File: config.mk
export PLATFORM = sky130hd
export DESIGN_NAME = uart_top
export DESIGN_NICKNAME = d
export VERILOG_FILES = /design/src/uart_pkg.sv /design/src/uart_fifo.sv /design/src/uart_regs.sv /design/src/uart_tx.sv /design/src/uart_rx.sv /design/src/uart_top.sv
export VERILOG_INCLUDE_DIRS = /design/src /design/src/src
export SDC_FILE = /design/constraint.sdc
export NUM_CORES = 1
export LEC_CHECK = 0
export BUFFER_PORTS_ARGS = -buffer_cell sky130_fd_sc_hd__clkbuf_2
export CAP_MARGIN = 10
export CORE_MARGIN = 8
export CORE_UTILIZATION = 62
export DETAILED_ROUTE_END_ITERATION = 16
export GPL_ROUTABILITY_DRIVEN = 0
export HOLD_SLACK_MARGIN = 0.03
export PLACE_DENSITY = 0.8
export SKIP_CTS_REPAIR_TIMING = 1
export SYNTH_ARGS = -nofsm -noshare
export SYNTH_HDL_FRONTEND = slang
export SYNTH_SLANG_ARGS = --single-unit
File: constraint.sdc
create_clock -name clk_i -period 3.6 [get_ports clk_i]
set_input_delay 0.72 -clock clk_i [delete_from_list [all_inputs] [get_ports clk_i]]
set_output_delay 0.72 -clock clk_i [all_outputs]
set_load 0.03 [all_outputs]
File: src/uart_config.svh
`ifndef UART_CONFIG_SVH
`define UART_CONFIG_SVH

// FIFO sizes in bytes
`define UART_TX_FIFO_DEPTH 16
`define UART_RX_FIFO_DEPTH 16

// Baud NCO increment width
`define UART_NCO_W 16

// Register bus widths
`define UART_ADDR_W 5
`define UART_DATA_W 32

// Register word addresses
`define UART_ADDR_CTRL        5'h00
`define UART_ADDR_STATUS      5'h04
`define UART_ADDR_RDATA       5'h08
`define UART_ADDR_WDATA       5'h0C
`define UART_ADDR_FIFO_CTRL   5'h10
`define UART_ADDR_FIFO_STATUS 5'h14
`define UART_ADDR_INTR_STATE  5'h18
`define UART_ADDR_INTR_ENABLE 5'h1C

`endif

File: src/uart_pkg.sv
`default_nettype none

`include "uart_config.svh"

package uart_pkg;

  // One character on the line
  typedef logic [7:0] uart_byte_t;

  // Line and baud configuration from CTRL
  typedef struct packed {
    logic                   tx_en;
    logic                   rx_en;
    logic                   nf_en;
    logic                   parity_en;
    logic                   parity_odd;
    logic [`UART_NCO_W-1:0] nco;
  } uart_ctrl_t;

  // Reset bits are single-cycle pulses, levels are held
  typedef struct packed {
    logic       txrst;
    logic       rxrst;
    logic [2:0] txilvl;
    logic [2:0] rxilvl;
  } uart_fifo_ctrl_t;

  typedef struct packed {
    logic txfull;
    logic rxfull;
    logic txempty;
    logic rxempty;
    logic txidle;
    logic rxidle;
  } uart_status_t;

  // Shared by events, interrupt state, enable and intr_o
  typedef struct packed {
    logic tx_watermark;
    logic rx_watermark;
    logic tx_done;
    logic rx_overflow;
    logic rx_frame_err;
    logic rx_parity_err;
  } uart_intr_t;

endpackage

`default_nettype wire

File: src/uart_fifo.sv
`timescale 1ns/10ps
`default_nettype none

module uart_fifo import uart_pkg::*; #(
  parameter int Depth = 16
) (
  input  logic                       clk_i,
  input  logic                       rst_ni,
  input  logic                       clr_i,
  input  logic                       push_i,
  input  uart_byte_t                 wdata_i,
  input  logic                       pop_i,
  output uart_byte_t                 rdata_o,
  output logic [$clog2(Depth+1)-1:0] level_o,
  output logic                       full_o,
  output logic                       empty_o
);

  localparam int PtrW = (Depth > 1) ? $clog2(Depth) : 1;
  localparam int LvlW = $clog2(Depth + 1);

  uart_byte_t      mem_q [Depth];
  logic [PtrW-1:0] wptr_q, rptr_q;
  logic [LvlW-1:0] level_q;
  logic            do_push, do_pop;

  // Push into full or pop from empty is ignored
  assign do_push = push_i & ~full_o;
  assign do_pop  = pop_i & ~empty_o;

  always_ff @(posedge clk_i or negedge rst_ni) begin
    if (!rst_ni) begin
      wptr_q  <= '0;
      rptr_q  <= '0;
      level_q <= '0;
    end else if (clr_i) begin
      wptr_q  <= '0;
      rptr_q  <= '0;
      level_q <= '0;
    end else begin
      if (do_push) begin
        wptr_q <= (wptr_q == PtrW'(Depth - 1)) ? '0 : wptr_q + 1'b1;
      end
      if (do_pop) begin
        rptr_q <= (rptr_q == PtrW'(Depth - 1)) ? '0 : rptr_q + 1'b1;
      end
      level_q <= level_q + LvlW'(do_push) - LvlW'(do_pop);
    end
  end

  always_ff @(posedge clk_i) begin
    if (do_push) begin
      mem_q[wptr_q] <= wdata_i;
    end
  end

  // Head of queue is visible without a pop
  assign rdata_o = mem_q[rptr_q];
  assign level_o = level_q;
  assign full_o  = (level_q == LvlW'(Depth));
  assign empty_o = (level_q == '0);

  level_in_range_a : assert property (@(posedge clk_i) disable iff (!rst_ni)
    level_q <= LvlW'(Depth));

endmodule

`default_nettype wire

File: src/uart_regs.sv
`timescale 1ns/10ps
`default_nettype none

`include "uart_config.svh"

module uart_regs import uart_pkg::*; (
  input  logic                                    clk_i,
  input  logic                                    rst_ni,
  input  logic                                    reg_we_i,
  input  logic                                    reg_re_i,
  input  logic [`UART_ADDR_W-1:0]                 reg_addr_i,
  input  logic [`UART_DATA_W-1:0]                 reg_wdata_i,
  output logic [`UART_DATA_W-1:0]                 reg_rdata_o,
  input  uart_status_t                            status_i,
  input  logic [$clog2(`UART_TX_FIFO_DEPTH+1)-1:0] tx_level_i,
  input  logic [$clog2(`UART_RX_FIFO_DEPTH+1)-1:0] rx_level_i,
  input  uart_byte_t                              rx_rdata_i,
  input  uart_intr_t                              events_i,
  output uart_ctrl_t                              ctrl_o,
  output uart_fifo_ctrl_t                         fifo_ctrl_o,
  output logic                                    tx_push_o,
  output uart_byte_t                              tx_wdata_o,
  output logic                                    rx_pop_o,
  output uart_intr_t                              intr_o
);

  uart_ctrl_t                    ctrl_q;
  logic [2:0]                    txilvl_q, rxilvl_q;
  uart_intr_t                    intr_state_q, intr_en_q;
  logic [$bits(uart_intr_t)-1:0] intr_clr;
  logic                          wr_ctrl, wr_fifo_ctrl, wr_intr_state, wr_intr_en;

  assign wr_ctrl       = reg_we_i & (reg_addr_i == `UART_ADDR_CTRL);
  assign wr_fifo_ctrl  = reg_we_i & (reg_addr_i == `UART_ADDR_FIFO_CTRL);
  assign wr_intr_state = reg_we_i & (reg_addr_i == `UART_ADDR_INTR_STATE);
  assign wr_intr_en    = reg_we_i & (reg_addr_i == `UART_ADDR_INTR_ENABLE);

  ////////////////////////////////////////////////////////////
  // Configuration registers
  ////////////////////////////////////////////////////////////

  always_ff @(posedge clk_i or negedge rst_ni) begin
    if (!rst_ni) begin
      ctrl_q    <= '0;
      txilvl_q  <= '0;
      rxilvl_q  <= '0;
      intr_en_q <= '0;
    end else begin
      if (wr_ctrl) begin
        ctrl_q.tx_en      <= reg_wdata_i[0];
        ctrl_q.rx_en      <= reg_wdata_i[1];
        ctrl_q.nf_en      <= reg_wdata_i[2];
        ctrl_q.parity_en  <= reg_wdata_i[6];
        ctrl_q.parity_odd <= reg_wdata_i[7];
        ctrl_q.nco        <= reg_wdata_i[31:16];
      end
      if (wr_fifo_ctrl) begin
        rxilvl_q <= reg_wdata_i[4:2];
        txilvl_q <= reg_wdata_i[7:5];
      end
      if (wr_intr_en) begin
        intr_en_q <= reg_wdata_i[$bits(uart_intr_t)-1:0];
      end
    end
  end

  // A new event in the same cycle wins over a write-one clear
  assign intr_clr = wr_intr_state ? reg_wdata_i[$bits(uart_intr_t)-1:0] : '0;

  always_ff @(posedge clk_i or negedge rst_ni) begin
    if (!rst_ni) begin
      intr_state_q <= '0;
    end else begin
      intr_state_q <= (intr_state_q & ~intr_clr) | events_i;
    end
  end

  ////////////////////////////////////////////////////////////
  // Read mux captured on the read strobe
  ////////////////////////////////////////////////////////////

  always_ff @(posedge clk_i or negedge rst_ni) begin
    if (!rst_ni) begin
      reg_rdata_o <= '0;
    end else if (reg_re_i) begin
      case (reg_addr_i)
        `UART_ADDR_CTRL: reg_rdata_o <= {ctrl_q.nco, 8'h0, ctrl_q.parity_odd,
                                         ctrl_q.parity_en, 3'h0, ctrl_q.nf_en,
                                         ctrl_q.rx_en, ctrl_q.tx_en};
        `UART_ADDR_STATUS: reg_rdata_o <= {26'h0, status_i.rxempty, status_i.rxidle,
                                           status_i.txidle, status_i.txempty,
                                           status_i.rxfull, status_i.txfull};
        `UART_ADDR_RDATA:       reg_rdata_o <= {24'h0, rx_rdata_i};
        `UART_ADDR_FIFO_CTRL:   reg_rdata_o <= {24'h0, txilvl_q, rxilvl_q, 2'h0};
        `UART_ADDR_FIFO_STATUS: reg_rdata_o <= {8'h0, 8'(rx_level_i), 8'h0, 8'(tx_level_i)};
        `UART_ADDR_INTR_STATE:  reg_rdata_o <= {26'h0, intr_state_q};
        `UART_ADDR_INTR_ENABLE: reg_rdata_o <= {26'h0, intr_en_q};
        default:                reg_rdata_o <= '0;
      endcase
    end
  end

  // Strobe decodes towards the datapath
  always_comb begin
    fifo_ctrl_o.rxrst  = wr_fifo_ctrl & reg_wdata_i[0];
    fifo_ctrl_o.txrst  = wr_fifo_ctrl & reg_wdata_i[1];
    fifo_ctrl_o.rxilvl = rxilvl_q;
    fifo_ctrl_o.txilvl = txilvl_q;
  end

  assign ctrl_o     = ctrl_q;
  assign tx_push_o  = reg_we_i & (reg_addr_i == `UART_ADDR_WDATA);
  assign tx_wdata_o = reg_wdata_i[7:0];
  assign rx_pop_o   = reg_re_i & (reg_addr_i == `UART_ADDR_RDATA) & ~status_i.rxempty;
  assign intr_o     = intr_state_q & intr_en_q;

  no_pop_when_empty_a : assert property (@(posedge clk_i) disable iff (!rst_ni)
    rx_pop_o |-> (rx_level_i != '0));

endmodule

`default_nettype wire

File: src/uart_tx.sv
`timescale 1ns/10ps
`default_nettype none

module uart_tx import uart_pkg::*; (
  input  logic       clk_i,
  input  logic       rst_ni,
  input  logic       tick_x16_i,
  input  uart_ctrl_t ctrl_i,
  input  logic       start_i,
  input  uart_byte_t data_i,
  output logic       idle_o,
  output logic       tx_o
);

  logic        busy_q;
  logic [3:0]  tick_cnt_q;
  logic [3:0]  bits_left_q;
  logic [10:0] sreg_q;
  logic        tx_q;
  logic        par_or_stop;

  // Without parity the stop bit takes the parity slot and the frame is one bit shorter
  assign par_or_stop = ctrl_i.parity_en ? (^data_i ^ ctrl_i.parity_odd) : 1'b1;

  always_ff @(posedge clk_i or negedge rst_ni) begin
    if (!rst_ni) begin
      busy_q      <= 1'b0;
      tick_cnt_q  <= '0;
      bits_left_q <= '0;
      sreg_q      <= '1;
      tx_q        <= 1'b1;
    end else begin
      tx_q <= busy_q ? sreg_q[0] : 1'b1;
      if (!ctrl_i.tx_en) begin
        busy_q <= 1'b0;
      end else if (start_i && !busy_q) begin
        sreg_q      <= {1'b1, par_or_stop, data_i, 1'b0};
        bits_left_q <= ctrl_i.parity_en ? 4'd11 : 4'd10;
        tick_cnt_q  <= '0;
        busy_q      <= 1'b1;
      end else if (busy_q && tick_x16_i) begin
        tick_cnt_q <= tick_cnt_q + 4'd1;
        // Next bit after 16 ticks
        if (tick_cnt_q == 4'd15) begin
          sreg_q      <= {1'b1, sreg_q[10:1]};
          bits_left_q <= bits_left_q - 4'd1;
          if (bits_left_q == 4'd1) begin
            busy_q <= 1'b0;
          end
        end
      end
    end
  end

  assign idle_o = ~busy_q;
  assign tx_o   = tx_q;

  start_when_idle_a : assert property (@(posedge clk_i) disable iff (!rst_ni)
    start_i |-> idle_o);

endmodule

`default_nettype wire

File: src/uart_rx.sv
`timescale 1ns/10ps
`default_nettype none

module uart_rx import uart_pkg::*; (
  input  logic       clk_i,
  input  logic       rst_ni,
  input  logic       tick_x16_i,
  input  uart_ctrl_t ctrl_i,
  input  logic       rx_i,
  output logic       valid_o,
  output uart_byte_t data_o,
  output logic       frame_err_o,
  output logic       parity_err_o,
  output logic       idle_o
);

  logic [1:0] sync_q;
  logic [1:0] hist_q;
  logic       rx_sync, rx_maj, rx_in;
  logic       busy_q;
  logic [3:0] tick_cnt_q;
  logic [3:0] bit_cnt_q;
  logic [3:0] stop_idx;
  uart_byte_t data_q;
  logic       par_q;
  logic       valid_q, frame_err_q, parity_err_q;

  ////////////////////////////////////////////////////////////
  // Synchronizer and noise filter
  ////////////////////////////////////////////////////////////

  // Idle line is high, so all flops reset to 1
  always_ff @(posedge clk_i or negedge rst_ni) begin
    if (!rst_ni) begin
      sync_q <= 2'b11;
      hist_q <= 2'b11;
    end else begin
      sync_q <= {sync_q[0], rx_i};
      hist_q <= {hist_q[0], rx_sync};
    end
  end

  assign rx_sync = sync_q[1];
  // Two out of three, masks a one-cycle glitch
  assign rx_maj  = (rx_sync & hist_q[0]) | (rx_sync & hist_q[1]) | (hist_q[0] & hist_q[1]);
  assign rx_in   = ctrl_i.nf_en ? rx_maj : rx_sync;

  ////////////////////////////////////////////////////////////
  // Deserializer
  ////////////////////////////////////////////////////////////

  // Bit 0 is start, 1 to 8 data, then parity if enabled, then stop
  assign stop_idx = ctrl_i.parity_en ? 4'd10 : 4'd9;

  always_ff @(posedge clk_i or negedge rst_ni) begin
    if (!rst_ni) begin
      busy_q       <= 1'b0;
      tick_cnt_q   <= '0;
      bit_cnt_q    <= '0;
      data_q       <= '0;
      par_q        <= 1'b0;
      valid_q      <= 1'b0;
      frame_err_q  <= 1'b0;
      parity_err_q <= 1'b0;
    end else begin
      valid_q      <= 1'b0;
      frame_err_q  <= 1'b0;
      parity_err_q <= 1'b0;
      if (!ctrl_i.rx_en) begin
        busy_q <= 1'b0;
      end else if (!busy_q) begin
        if (!rx_in) begin
          busy_q     <= 1'b1;
          tick_cnt_q <= '0;
          bit_cnt_q  <= '0;
        end
      end else if (tick_x16_i) begin
        tick_cnt_q <= tick_cnt_q + 4'd1;
        // Mid-bit sample on the 8th tick of each bit
        if (tick_cnt_q == 4'd7) begin
          bit_cnt_q <= bit_cnt_q + 4'd1;
          if (bit_cnt_q == 4'd0) begin
            // Start bit gone high again, treat as a glitch
            if (rx_in) begin
              busy_q <= 1'b0;
            end
          end else if (bit_cnt_q <= 4'd8) begin
            data_q <= {rx_in, data_q[7:1]};
          end else if (bit_cnt_q == stop_idx) begin
            busy_q       <= 1'b0;
            valid_q      <= 1'b1;
            frame_err_q  <= ~rx_in;
            parity_err_q <= ctrl_i.parity_en & (^data_q ^ par_q ^ ctrl_i.parity_odd);
          end else begin
            par_q <= rx_in;
          end
        end
      end
    end
  end

  assign valid_o      = valid_q;
  assign data_o       = data_q;
  assign frame_err_o  = frame_err_q;
  assign parity_err_o = parity_err_q;
  assign idle_o       = ~busy_q;

  single_valid_a : assert property (@(posedge clk_i) disable iff (!rst_ni)
    valid_o |=> !valid_o);

endmodule

`default_nettype wire

File: src/uart_top.sv
`timescale 1ns/10ps
`default_nettype none

`include "uart_config.svh"

module uart_top import uart_pkg::*; (
  input  logic                    clk_i,
  input  logic                    rst_ni,
  input  logic                    reg_we_i,
  input  logic                    reg_re_i,
  input  logic [`UART_ADDR_W-1:0] reg_addr_i,
  input  logic [`UART_DATA_W-1:0] reg_wdata_i,
  output logic [`UART_DATA_W-1:0] reg_rdata_o,
  input  logic                    rx_i,
  output logic                    tx_o,
  output uart_intr_t              intr_o
);

  localparam int TxLvlW = $clog2(`UART_TX_FIFO_DEPTH + 1);
  localparam int RxLvlW = $clog2(`UART_RX_FIFO_DEPTH + 1);

  uart_ctrl_t          ctrl;
  uart_fifo_ctrl_t     fifo_ctrl;
  uart_status_t        status;
  uart_intr_t          events;
  logic [`UART_NCO_W:0] nco_sum_q;
  logic                tick_x16;
  logic                tx_push, tx_full, tx_empty, tx_idle, tx_idle_q, tx_start;
  uart_byte_t          tx_wdata, tx_fifo_data;
  logic [TxLvlW-1:0]   tx_level, tx_thresh;
  logic                rx_valid, rx_frame_err, rx_parity_err, rx_idle;
  logic                rx_push, rx_pop, rx_full, rx_empty;
  uart_byte_t          rx_data, rx_rdata;
  logic [RxLvlW-1:0]   rx_level, rx_thresh;

  ////////////////////////////////////////////////////////////
  // 16x baud NCO, tick on carry out
  ////////////////////////////////////////////////////////////

  always_ff @(posedge clk_i or negedge rst_ni) begin
    if (!rst_ni) begin
      nco_sum_q <= '0;
    end else if (ctrl.tx_en || ctrl.rx_en) begin
      nco_sum_q <= {1'b0, nco_sum_q[`UART_NCO_W-1:0]} + {1'b0, ctrl.nco};
    end
  end

  assign tick_x16 = nco_sum_q[`UART_NCO_W];

  uart_regs u_regs (
    .clk_i, .rst_ni, .reg_we_i, .reg_re_i, .reg_addr_i, .reg_wdata_i, .reg_rdata_o,
    .status_i    (status),
    .tx_level_i  (tx_level),
    .rx_level_i  (rx_level),
    .rx_rdata_i  (rx_rdata),
    .events_i    (events),
    .ctrl_o      (ctrl),
    .fifo_ctrl_o (fifo_ctrl),
    .tx_push_o   (tx_push),
    .tx_wdata_o  (tx_wdata),
    .rx_pop_o    (rx_pop),
    .intr_o
  );

  // Transmit path
  assign tx_start = tx_idle & ~tx_empty & ctrl.tx_en;

  uart_fifo #(.Depth(`UART_TX_FIFO_DEPTH)) u_tx_fifo (
    .clk_i, .rst_ni,
    .clr_i (fifo_ctrl.txrst), .push_i (tx_push), .wdata_i (tx_wdata),
    .pop_i (tx_start), .rdata_o (tx_fifo_data), .level_o (tx_level),
    .full_o (tx_full), .empty_o (tx_empty)
  );

  uart_tx u_tx (
    .clk_i, .rst_ni,
    .tick_x16_i (tick_x16), .ctrl_i (ctrl), .start_i (tx_start),
    .data_i (tx_fifo_data), .idle_o (tx_idle), .tx_o
  );

  // Receive path, bad characters are not stored
  assign rx_push = rx_valid & ~rx_frame_err & ~rx_parity_err;

  uart_rx u_rx (
    .clk_i, .rst_ni,
    .tick_x16_i (tick_x16), .ctrl_i (ctrl), .rx_i,
    .valid_o (rx_valid), .data_o (rx_data), .frame_err_o (rx_frame_err),
    .parity_err_o (rx_parity_err), .idle_o (rx_idle)
  );

  uart_fifo #(.Depth(`UART_RX_FIFO_DEPTH)) u_rx_fifo (
    .clk_i, .rst_ni,
    .clr_i (fifo_ctrl.rxrst), .push_i (rx_push), .wdata_i (rx_data),
    .pop_i (rx_pop), .rdata_o (rx_rdata), .level_o (rx_level),
    .full_o (rx_full), .empty_o (rx_empty)
  );

  ////////////////////////////////////////////////////////////
  // Status and interrupt events
  ////////////////////////////////////////////////////////////

  always_ff @(posedge clk_i or negedge rst_ni) begin
    if (!rst_ni) begin
      tx_idle_q <= 1'b1;
    end else begin
      tx_idle_q <= tx_idle;
    end
  end

  // Power of two thresholds with saturation
  always_comb begin
    if (fifo_ctrl.txilvl >= 3'(TxLvlW - 2)) begin
      tx_thresh = TxLvlW'(`UART_TX_FIFO_DEPTH / 2);
    end else begin
      tx_thresh = TxLvlW'(1) << fifo_ctrl.txilvl;
    end
    if (fifo_ctrl.rxilvl >= 3'(RxLvlW - 1)) begin
      rx_thresh = RxLvlW'(`UART_RX_FIFO_DEPTH - 2);
    end else begin
      rx_thresh = RxLvlW'(1) << fifo_ctrl.rxilvl;
    end
  end

  always_comb begin
    events.tx_watermark  = tx_level < tx_thresh;
    events.rx_watermark  = rx_level >= rx_thresh;
    events.tx_done       = tx_idle & ~tx_idle_q & tx_empty;
    events.rx_overflow   = rx_push & rx_full;
    events.rx_frame_err  = rx_valid & rx_frame_err;
    events.rx_parity_err = rx_valid & rx_parity_err;
    status.txfull        = tx_full;
    status.rxfull        = rx_full;
    status.txempty       = tx_empty;
    status.rxempty       = rx_empty;
    status.txidle        = tx_idle & tx_empty;
    status.rxidle        = rx_idle;
  end

endmodule

`default_nettype wire

==> results.toml, run 1 <==
[floorplanning]
std_cell_rows = 62
die_h_um = 187
ios = 81
core-area_um2 = 28800
dieArea_um2 = 35000
die_w_um = 187
start_util = 0.630

[sta]
fin_ws_ps = 575
slew_violations = 0
grt_setup_unrepaired = "no"
fin_tns_setup_ps = 0
max_freq_mhz = 331
tightest_slew_ps = 1150
period_share = 0.840
fin_crit_ps = 3030
holdWs_ps = 210
slew_headroom = 0.226
setup_viol = 0
hold_viol_final = 0
clock_skew_ps = 16.9

[global_routing]
grtUsageTotal = 0.231
grt_pass1_wl_mm = 63.6
antenna_found_initial = 0
grt_overflow = 0
grt_max_degree = 76
grt_pass1_vias = 11200

[cts]
clkLatencyLatePin_ps = 540
numCtsBuffers = 42
clkTransAtPathRegs_ps = 60
h-tree-depth = 2
clock_path_buffers = 3
cts-root-buf = "clkbuf_16"
clkSinkCount = 408
cts_tree = "built"

[run_status]
outcome = "finished clean"

[critical_path]
cp.required_ps = 4020
crit_path_end_kind = "register"
worstSetupPathType = "reg2reg"
slowest_delay_ps = 720
path_delay_family = "compound AO/OA/AOI/OAI gates"
crit_path_max_fanout = 4
crit_chain = "ha_1 -> a21o_1 -> a21oi_1 -> o21ai_0 -> a21oi_1 -> o41ai_1 -> nand2_1 -> o21ai_0 -> nor3_1 -> or3_1"
worst_path_max_delay_cell = "o41ai_1"
critPathBufInv = 0
worstSetupStartpointType = "register"
arrival_ps = 3440

[synthesis]
yosysTopAreaCell = "edfxtp_1"
synth_common_cells = "256 x edfxtp_1, 136 x dfrtp_1, 78 x nand2_1"
synth_most_common_cell = "edfxtp_1"
synthCells = 1229
yosysSeqAreaShare = 0.635
yosys_warnings = 0
synth_area_per_cell_um2 = 14.7
synth_cell_types = 63
netlist.area_leader.share = 0.424
synth_area_leaders = "edfxtp_1 42%, dfrtp_1 19%, mux4_2 8.5%"
yosys_most_used_dff = "edfxtp_1"
synth_edf_count = 256
synthArstFlopShare = 0.373
syn_area_um2 = 18100
yosys_register_bits = 408

[power]
leakagePower_nw = 7.38
power.density_nw_per_um2 = 659
ir_drop_mv = 0.430

[job]
cap_violations = 0

[finish]
fin_nets = 1424
fin_area_um2 = 20400
antennaDiodeCount = 0
drive_gt1_frac = 0.228
area_delta_synth_final_pct = 12.5

[placed_design]
io_buffers = 64
dpl.hpwl_mm = 26.5
place_ws_ps = 362
placedInstanceArea_um2 = 19000

[route]
wl_mm = 40.1
vias_per_cell = 6.20
drtIter0Drc = 979
drc_errors = 0
drtAntennaViolNets = 0
drt_pass1_iterations = 5
wire_per_inst_um = 23.0
via_count = 10800

[worst_hold_path]
holdCritPathClass = "in2async"
layout make-up:
| type | instances | area [um^2] |
|---|---|---|
| clock buffers | 50 | 1140 |
| clock inverters | 26 | 221 |
| fillers | 1799 | 8400 |
| inverters | 61 | 229 |
| multi-input cells | 706 | 6130 |
| flip-flops and latches | 408 | 11500 |
| well taps | 384 | 480 |
| repair buffers | 107 | 662 |
cells in the final DEF, fill, tap and decap left out, types with 17 or more instances in the layout:
master	n
edfxtp_1	256
a22o_1	18
xnor2_1	26
clkbuf_2	63
ha_1	53
inv_1	61
o21ai_0	62
mux2_2	45
and2_1	24
a21oi_1	48
nor2b_1	17
clkbuf_16	45
dfrtp_1	134
nor2_1	59
buf_4	42
nand3_1	20
nand2_1	78
mux4_2	68
cell families after synthesis:
group                      count (synthesis)  share of synthesized area
AOI/OAI and AO/OA                        198                     0.0683
xor gates and xnor gates                  42                     0.0203
adders and majority gates                 56                     0.0399
buffers and inverters                    123                     0.0288
DFF                                      408                      0.635
muxes                                    139                      0.136
other                                      2                   0.000414
and+or+nand+nor                          261                     0.0714
final timing paths:
kind / depth (start not counted) / to / slack [ps] / start
worst max-delay path: 10 / nco_sum_q[13]$_DFFE_PN0P_ / 570 / u_regs.ctrl_o[1]$_DFFE_PN0P_
worst min-delay path: 1 / u_tx_fifo.rptr_q[2]$_DFFE_PN0P_ / 210 / rst_ni
worst max register to register: 10 / nco_sum_q[13]$_DFFE_PN0P_ / 570 / u_regs.ctrl_o[1]$_DFFE_PN0P_
worst min register to register: 0 / u_rx.sync_q[1]$_DFF_PN1_ / 360 / u_rx.sync_q[0]$_DFF_PN1_
min in group clk_i: 1 / u_rx.sync_q[0]$_DFF_PN1_ / 260 / rx_i
max in group asynchronous: 2 / u_rx.sync_q[1]$_DFF_PN1_ / 2560 / rst_ni
stage by stage:
stage / power (mW) / utilization / std cells
2_1_floorplan: 8.31 / - / 1237
3_3_place_gp: 8.98 / 0.661 / 1666
3_5_place_dp: 9.14 / 0.661 / 1666
4_1_cts: 13.5 / 0.708 / 1742
5_1_grt: 14.1 / 0.708 / 1742
6_report: 13.4 / 0.708 / 1742
state kept, by name, indices dropped and copies added (netlist names), 4 cells and up:
| signal | cells |
|---|---|
| u_regs.intr_state_q | 6 |
| u_tx.sreg_q | 10 |
| u_tx.tick_cnt_q | 4 |
| u_rx_fifo.level_o | 5 |
| u_rx.bit_cnt_q | 4 |
| u_tx_fifo.rptr_q | 4 |
| u_tx_fifo.wptr_q | 4 |
| u_regs.ctrl_o | 21 |
| u_rx_fifo.mem_q | 128 |
| u_regs.intr_en_q | 6 |
| u_tx_fifo.mem_q | 128 |
| u_tx_fifo.level_o | 5 |
| u_rx.tick_cnt_q | 4 |
| u_tx.bits_left_q | 4 |
| nco_sum_q | 17 |
| u_rx_fifo.rptr_q | 4 |
| u_rx.data_o | 8 |
| u_rx_fifo.wptr_q | 4 |
| u_regs.reg_rdata_o | 24 |
report_power, final:
| part | internal (mW) | switching [mW] | total, mW | leakage (nW) |
|---|---|---|---|---|
| clock | 2.50 | 1.81 | 4.31 | 0.661 |
| sequential | 5.35 | 0.507 | 5.86 | 3.96 |
| combinational | 1.58 | 1.69 | 3.27 | 2.76 |
layer usage:
metal / routed length, um / share of wire / vias to the layer above / GRT usage
li1: - / - / 4811 / -
met1: 16200 / 0.40 / 5502 / 0.298
met2: 20500 / 0.51 / 414 / 0.397
met3: 2390 / 0.060 / 71 / 0.0365
met4: 1050 / 0.026 / 0 / 0.0764
met5: 0 / 0 / - / 0
No activity file was read; power rests on OpenSTA's default activity.
==> run 2: changes to the inputs <==
--- a/config.mk
+++ b/config.mk
@@ -6,14 +6,15 @@
 export SDC_FILE = /design/constraint.sdc
 export NUM_CORES = 1
 export LEC_CHECK = 0
+export ABC_AREA = 1
 export BUFFER_PORTS_ARGS = -buffer_cell sky130_fd_sc_hd__clkbuf_2
 export CAP_MARGIN = 10
 export CORE_MARGIN = 8
-export CORE_UTILIZATION = 62
+export CORE_UTILIZATION = 56
 export DETAILED_ROUTE_END_ITERATION = 16
 export GPL_ROUTABILITY_DRIVEN = 0
 export HOLD_SLACK_MARGIN = 0.03
-export PLACE_DENSITY = 0.8
+export PLACE_DENSITY = 0.76
 export SKIP_CTS_REPAIR_TIMING = 1
 export SYNTH_ARGS = -nofsm -noshare
 export SYNTH_HDL_FRONTEND = slang
==> constraint.sdc (replaced) <==
create_clock -name clk_i -period 2.42 [get_ports clk_i]
set_input_delay 0.484 -clock clk_i [delete_from_list [all_inputs] [get_ports clk_i]]
set_output_delay 0.484 -clock clk_i [all_outputs]
set_load 0.03 [all_outputs]
==> run 2 against run 1 <==
Compared with the run above:
- clock power increased by 49%
- register-to-register slack got worse by 540 ps
- critical endpoint is now u_rx_fifo.level_o[4]$_DFF_PN0_
- setup slack got worse by 540 ps
- sequential power increased by 47%
- largest cell class unchanged
- synthesized cell count increased by 51%
- combinational power increased by 130%
- via count increased by 29%
- maximum frequency increased by 27%
- flip-flop and latch count unchanged
- core utilization decreased by 5.2 points
- power increased by 66%
==> results.toml, run 2 <==
[run_status]
outcome = "finished clean"

[cts]
h-tree-depth = 2
clkLatencyLatePin_ps = 550
clock_path_buffers = 3
clkTransAtPathRegs_ps = 60
cts-root-buf = "clkbuf_16"
clkSinkCount = 408
cts_tree = "built"
numCtsBuffers = 42

[critical_path]
slowest_delay_ps = 410
worst_path_max_delay_cell = "fa_2"
r2r_start = "u_rx_fifo.level_o[2]$_DFF_PN0_"
cp.required_ps = 2870
arrival_ps = 2830
crit_path_max_fanout = 3
worstSetupPathType = "reg2reg"
critPathBufInv = 2
worstSetupStartpointType = "register"
crit_chain = "inv_2 -> ha_4 -> nand4_1 -> nand2_2 -> nor2_4 -> ha_4 -> inv_4 -> ha_4 -> fa_2 -> a21oi_2 -> nor2_1 -> nor2_1 -> xor2_1 -> nor2_1"
r2r_cells = 14
path_delay_family = "adder cells"
r2r_end = "u_rx_fifo.level_o[4]$_DFF_PN0_"
crit_path_end_kind = "register"
r2r_slack_ps = 40

[global_routing]
antenna_found_initial = 1
grt_pass1_vias = 13900
grt_max_degree = 69
grtUsageTotal = 0.227
grt_pass1_wl_mm = 71.2
grt_overflow = 0

[power]
ir_drop_mv = 0.753
p_int_mw = 14.5
switching_share = 0.350
power.density_nw_per_um2 = 1020
seqPwrFrac = 0.384
leakagePower_nw = 9.62
finalPower_mw = 22.4
switchingPower_mw = 7.82
combPwrFrac = 0.329
pwr-share-clk = 0.287

[finish]
fin_nets = 2115
area_delta_synth_final_pct = 16.1
drive_gt1_frac = 0.166
nFillCells = 2525
largestRegisters = "u_rx_fifo.mem_q: 128 flops, u_tx_fifo.mem_q: 128 flops, u_regs.reg_rdata_o: 24 flops"
fin_util = 0.656
most-common-layout-cells = "410 x nand2_1, 256 x edfxtp_1, 197 x inv_1"
fin_area_um2 = 21900
antennaDiodeCount = 0
final_common_cell = "nand2_1"

[synthesis]
synth_area_per_cell_um2 = 10.2
synthXorXnorAreaFrac = 0.0139
yosys.area_share.adder = 0.0383
yosysTopAreaCell = "edfxtp_1"
yosys_warnings = 0
synth_area_leaders = "edfxtp_1 41%, dfrtp_1 18%, nand2_1 8.3%"
yosys_register_bits = 408
synthMuxAreaShare = 0.0169
yosys_most_used_dff = "edfxtp_1"
synth_edf_count = 256
netlist.area_leader.share = 0.408
yosysSeqAreaShare = 0.610
synth_top_family_by_area = "simple AND/OR/NAND/NOR gates"
synthCells = 1858
synth_most_common_cell = "nand2_1"
synth_compound_area_frac = 0.0862
synthSimpleGateAreaFrac = 0.169
synthArstFlopShare = 0.373
synth_common_cells = "415 x nand2_1, 256 x edfxtp_1, 207 x inv_1"
syn_area_um2 = 18900
synth_cell_types = 59

[placed_design]
dpl.hpwl_mm = 30.5
io_buffers = 64
placedInstanceArea_um2 = 20300
place_ws_ps = -51.1

[route]
wl_mm = 45.2
wl_met3_mm = 2.96
drtIter0Drc = 1250
drtAntennaViolNets = 0
drc_errors = 0
met1_length_mm = 18.3
top_layer = "met4"
wire_per_inst_um = 18.1
wl_met2_mm = 22.6
vias_per_cell = 5.57
via_count = 13900
drt_pass1_iterations = 5

[sta]
hold_viol_final = 0
max_freq_mhz = 420
setup_viol = 0
grt_setup_unrepaired = "yes"
fin_crit_ps = 2380
fin_ws_ps = 37.3
holdWs_ps = 167
slew_violations = 0
slew_headroom = 0.445
period_share = 0.985
clock_skew_ps = 14.4
tightest_slew_ps = 832

[worst_hold_path]
holdCritPathClass = "in2reg"
hold_depth = 2
min-delay-start = "reg_wdata_i[26]"
hold_end = "u_regs.ctrl_o[10]$_DFFE_PN0P_"

[floorplanning]
core-area_um2 = 33400
start_util = 0.565
die_w_um = 200
die_h_um = 200
std_cell_rows = 67
ios = 81
dieArea_um2 = 39800

[job]
cap_violations = 0
run 2: power groups by stage:
stage,Sequential [mW],Clock [mW],Combinational [mW]
final,8.59,6.41,7.37
after global routing,8.66,6.77,8.22
after CTS,8.55,6.48,6.99
after detailed placement,8.68,0,6.94
after global placement,8.66,0,6.63
after floorplan,8.57,0,5.05
run 2: through the flow:
stage               TNS, ps  instances
detailed placement     -184       2406
finish                    0       2499
floorplan              -108       1866
CTS                    -104       2484
global route           -220       2499
global placement       -107       2406
run 2: routing by layer:
layer	global-route usage	up-vias
met5	0	-
met4	0.0842	0
met3	0.0357	99
met2	0.387	498
met1	0.291	6771
li1	-	6547
run 2: worst register-to-register path, cell delays in order (launching register included):
cell	delay (ps)
dfrtp_1	390
inv_2	80
ha_4	130
nand4_1	130
nand2_2	130
nor2_4	50
ha_4	260
inv_4	30
ha_4	160
fa_2	410
a21oi_2	140
nor2_1	60
nor2_1	120
xor2_1	150
nor2_1	50
run 2: area by class of cell:
type / instances / area [um^2] / area share
clock buffers: 59 / 1190 / 0.0543
inverters: 221 / 852 / 0.0389
flip-flops and latches: 408 / 11500 / 0.526
repair inverters: 1 / 8.76 / 0.000400
well taps: 448 / 561 / 0.0256
multi-input cells: 1166 / 6310 / 0.288
clock inverters: 19 / 179 / 0.00817
repair buffers: 177 / 1290 / 0.0590
run 2: how the worst max path moves through the flow:
stage	start	end	slack, ps	cells after the start
3_3_place_gp	reg_addr_i[1]	u_rx_fifo.level_o[4]$_DFF_PN0_	-60	15
3_5_place_dp	reg_addr_i[1]	u_tx_fifo.level_o[4]$_DFF_PN0_	-50	16
5_1_grt	u_rx_fifo.level_o[2]$_DFF_PN0_	u_rx_fifo.level_o[4]$_DFF_PN0_	-150	14
2_1_floorplan	u_tx_fifo.level_o[3]$_DFF_PN0_	u_tx_fifo.level_o[4]$_DFF_PN0_	-110	20
6_report	u_rx_fifo.level_o[2]$_DFF_PN0_	u_rx_fifo.level_o[4]$_DFF_PN0_	40	14
4_1_cts	u_regs.ctrl_o[0]$_DFFE_PN0P_	nco_sum_q[16]$_DFFE_PN0P_	-50	14
run 2: cells by family after synthesis:
group,Yosys count
compound gates,274
xor+xnor,30
fa+ha+maj,56
buf+inv,292
flops,408
mux,30
other cells,2
simple gates,766
==> run 3: changes to the inputs <==
--- a/config.mk
+++ b/config.mk
@@ -9,12 +9,14 @@
 export ABC_AREA = 1
 export BUFFER_PORTS_ARGS = -buffer_cell sky130_fd_sc_hd__clkbuf_2
 export CAP_MARGIN = 10
+export CELL_PAD_IN_SITES_DETAIL_PLACEMENT = 0
+export CELL_PAD_IN_SITES_GLOBAL_PLACEMENT = 2
 export CORE_MARGIN = 8
-export CORE_UTILIZATION = 56
+export CORE_UTILIZATION = 35
 export DETAILED_ROUTE_END_ITERATION = 16
 export GPL_ROUTABILITY_DRIVEN = 0
 export HOLD_SLACK_MARGIN = 0.03
-export PLACE_DENSITY = 0.76
+export PLACE_DENSITY_LB_ADDON = 0.1
 export SKIP_CTS_REPAIR_TIMING = 1
 export SYNTH_ARGS = -nofsm -noshare
 export SYNTH_HDL_FRONTEND = slang
==> run 3 against run 2 <==
Compared with the run above:
- core utilization shrank 24 points
- clock power grew 7.5%
- die area increased by 55%
- setup slack improved by 36 ps
- non-clock buffer count increased by 31
- global-route usage shrank 6.0 points
- register-to-register slack better by 40 ps
- critical path type unchanged
- critical endpoint unchanged
- largest power group unchanged
==> results.toml, run 3 (same netlist as run 2, synthesis figures left out) <==
[finish]
area_delta_synth_final_pct = 19.7
largestRegisters = "u_rx_fifo.mem_q: 128 flops, u_tx_fifo.mem_q: 128 flops, u_regs.reg_rdata_o: 24 flops"
antennaDiodeCount = 0
nFillCells = 5322
multi_input_area_um2 = 6310
fin_nets = 2150
drive_gt1_frac = 0.185
seq_area_um2 = 11500
most-common-layout-cells = "410 x nand2_1, 256 x edfxtp_1, 195 x inv_1"
final_common_cell = "nand2_1"

[sta]
max_freq_mhz = 426
holdWs_ps = 145
tightest_slew_ps = 966
period_share = 0.970
setup_viol = 0
clock_skew_ps = 17.2
hold_viol_final = 0
slew_violations = 0
grt_setup_unrepaired = "yes"
slew_headroom = 0.355
fin_crit_ps = 2350
fin_ws_ps = 73.7

[global_routing]
grt_pass1_wl_mm = 78.7
grt_overflow = 0
grtUsageTotal = 0.167
antenna_found_initial = 0
grt_pass1_vias = 13300
grt_max_degree = 44

[floorplanning]
ios = 81
std_cell_rows = 85
die_w_um = 248
dieArea_um2 = 61600
core-area_um2 = 53600
start_util = 0.352
die_h_um = 248

[route]
wire_per_inst_um = 18.3
wl_mm = 51.1
top_layer = "met4"
via_count = 13300
drtIter0Drc = 693
drc_errors = 0
met1_length_mm = 23.5
drt_pass1_iterations = 5
wl_met3_mm = 1.58
vias_per_cell = 4.76
wl_met2_mm = 24.8
drtAntennaViolNets = 0

[critical_path]
worstSetupStartpointType = "register"
crit_path_end_kind = "register"
cp.required_ps = 2880
crit_path_max_fanout = 2
worstSetupPathType = "reg2reg"
arrival_ps = 2810

[cts]
clkLatencyLatePin_ps = 580
clkSinkCount = 408
cts-root-buf = "clkbuf_16"
numCtsBuffers = 47
cts_tree = "built"
h-tree-depth = 2
clkTransAtPathRegs_ps = 60
clock_path_buffers = 3

[power]
leakagePower_nw = 9.85
ir_drop_mv = 0.604
power.density_nw_per_um2 = 1020

[job]
cap_violations = 0

[worst_hold_path]
holdCritPathClass = "in2reg"

[placed_design]
dpl.hpwl_mm = 35.4
place_ws_ps = -111
io_buffers = 64

[run_status]
outcome = "finished clean"
## run 3: cell types whose count changed in the layout (fill, tap and decap cells not counted), sizes merged
cell      before  now
inv          216  217
bufinv         3    0
buf          112  142
clkinv        19   24
clkinvlp       3    2
clkbuf       122  130
## run 3: final timing paths
kind	from	cells after the start	end	slack, ps
max	u_rx_fifo.level_o[3]$_DFF_PN0_	14	u_rx_fifo.level_o[4]$_DFF_PN0_	70
min	reg_wdata_i[25]	2	u_regs.ctrl_o[9]$_DFFE_PN0P_	140
max reg2reg	u_rx_fifo.level_o[3]$_DFF_PN0_	14	u_rx_fifo.level_o[4]$_DFF_PN0_	70
min reg2reg	u_rx.sync_q[0]$_DFF_PN1_	0	u_rx.sync_q[1]$_DFF_PN1_	360
max in group asynchronous	rst_ni	3	u_regs.reg_rdata_o[29]$_DFFE_PN0P_	1340
min in group asynchronous	rst_ni	2	u_tx.bits_left_q[3]$_DFFE_PN0P_	420
## run 3: layout make-up
class                      count  area share
tap                          696      0.0386
inverter                     221      0.0373
multi-input combinational   1166       0.280
sequential                   408       0.510
clock buffer                  66      0.0608
timing repair buffer         208      0.0683
clock inverter                22     0.00571
## run 3: worst max-delay path, stage by stage, from the launching register on
cell and delay (ps):
dfrtp_1 380, inv_2 80, ha_4 140, nand4_1 110
nand2_2 120, nor2_4 50, ha_4 250, inv_2 40
ha_4 150, fa_2 390, a21oi_2 140, nor2_1 60
nor2_1 120, xor2_1 150, nor2_1 60
## run 3: where the power goes
group | internal (mW) | total, mW | switching (mW)
clock network | 3.97 | 6.89 | 2.91
registers | 8.06 | 8.56 | 0.501
logic | 2.85 | 7.53 | 4.68
## run 3: per-layer routing
layer,global-route usage,vias to the layer above
li1,-,6629
met1,0.219,6390
met2,0.283,182
met3,0.0249,64
met4,0.0519,0
met5,0,-
## run 3: through the flow
stage                     total power, mW  cell area (um^2)   util  TNS (ps)  std cells
after floorplan                      13.6             19000      -      -108       1866
after global placement               16.0             20900  0.389      -117       2687
after detailed placement             16.1             20900  0.389      -111       2687
after CTS                            23.1             22400  0.418     -90.5       2775
after global routing                 24.6             22600  0.421     -41.7       2787
final                                23.0             22600  0.421         0       2787
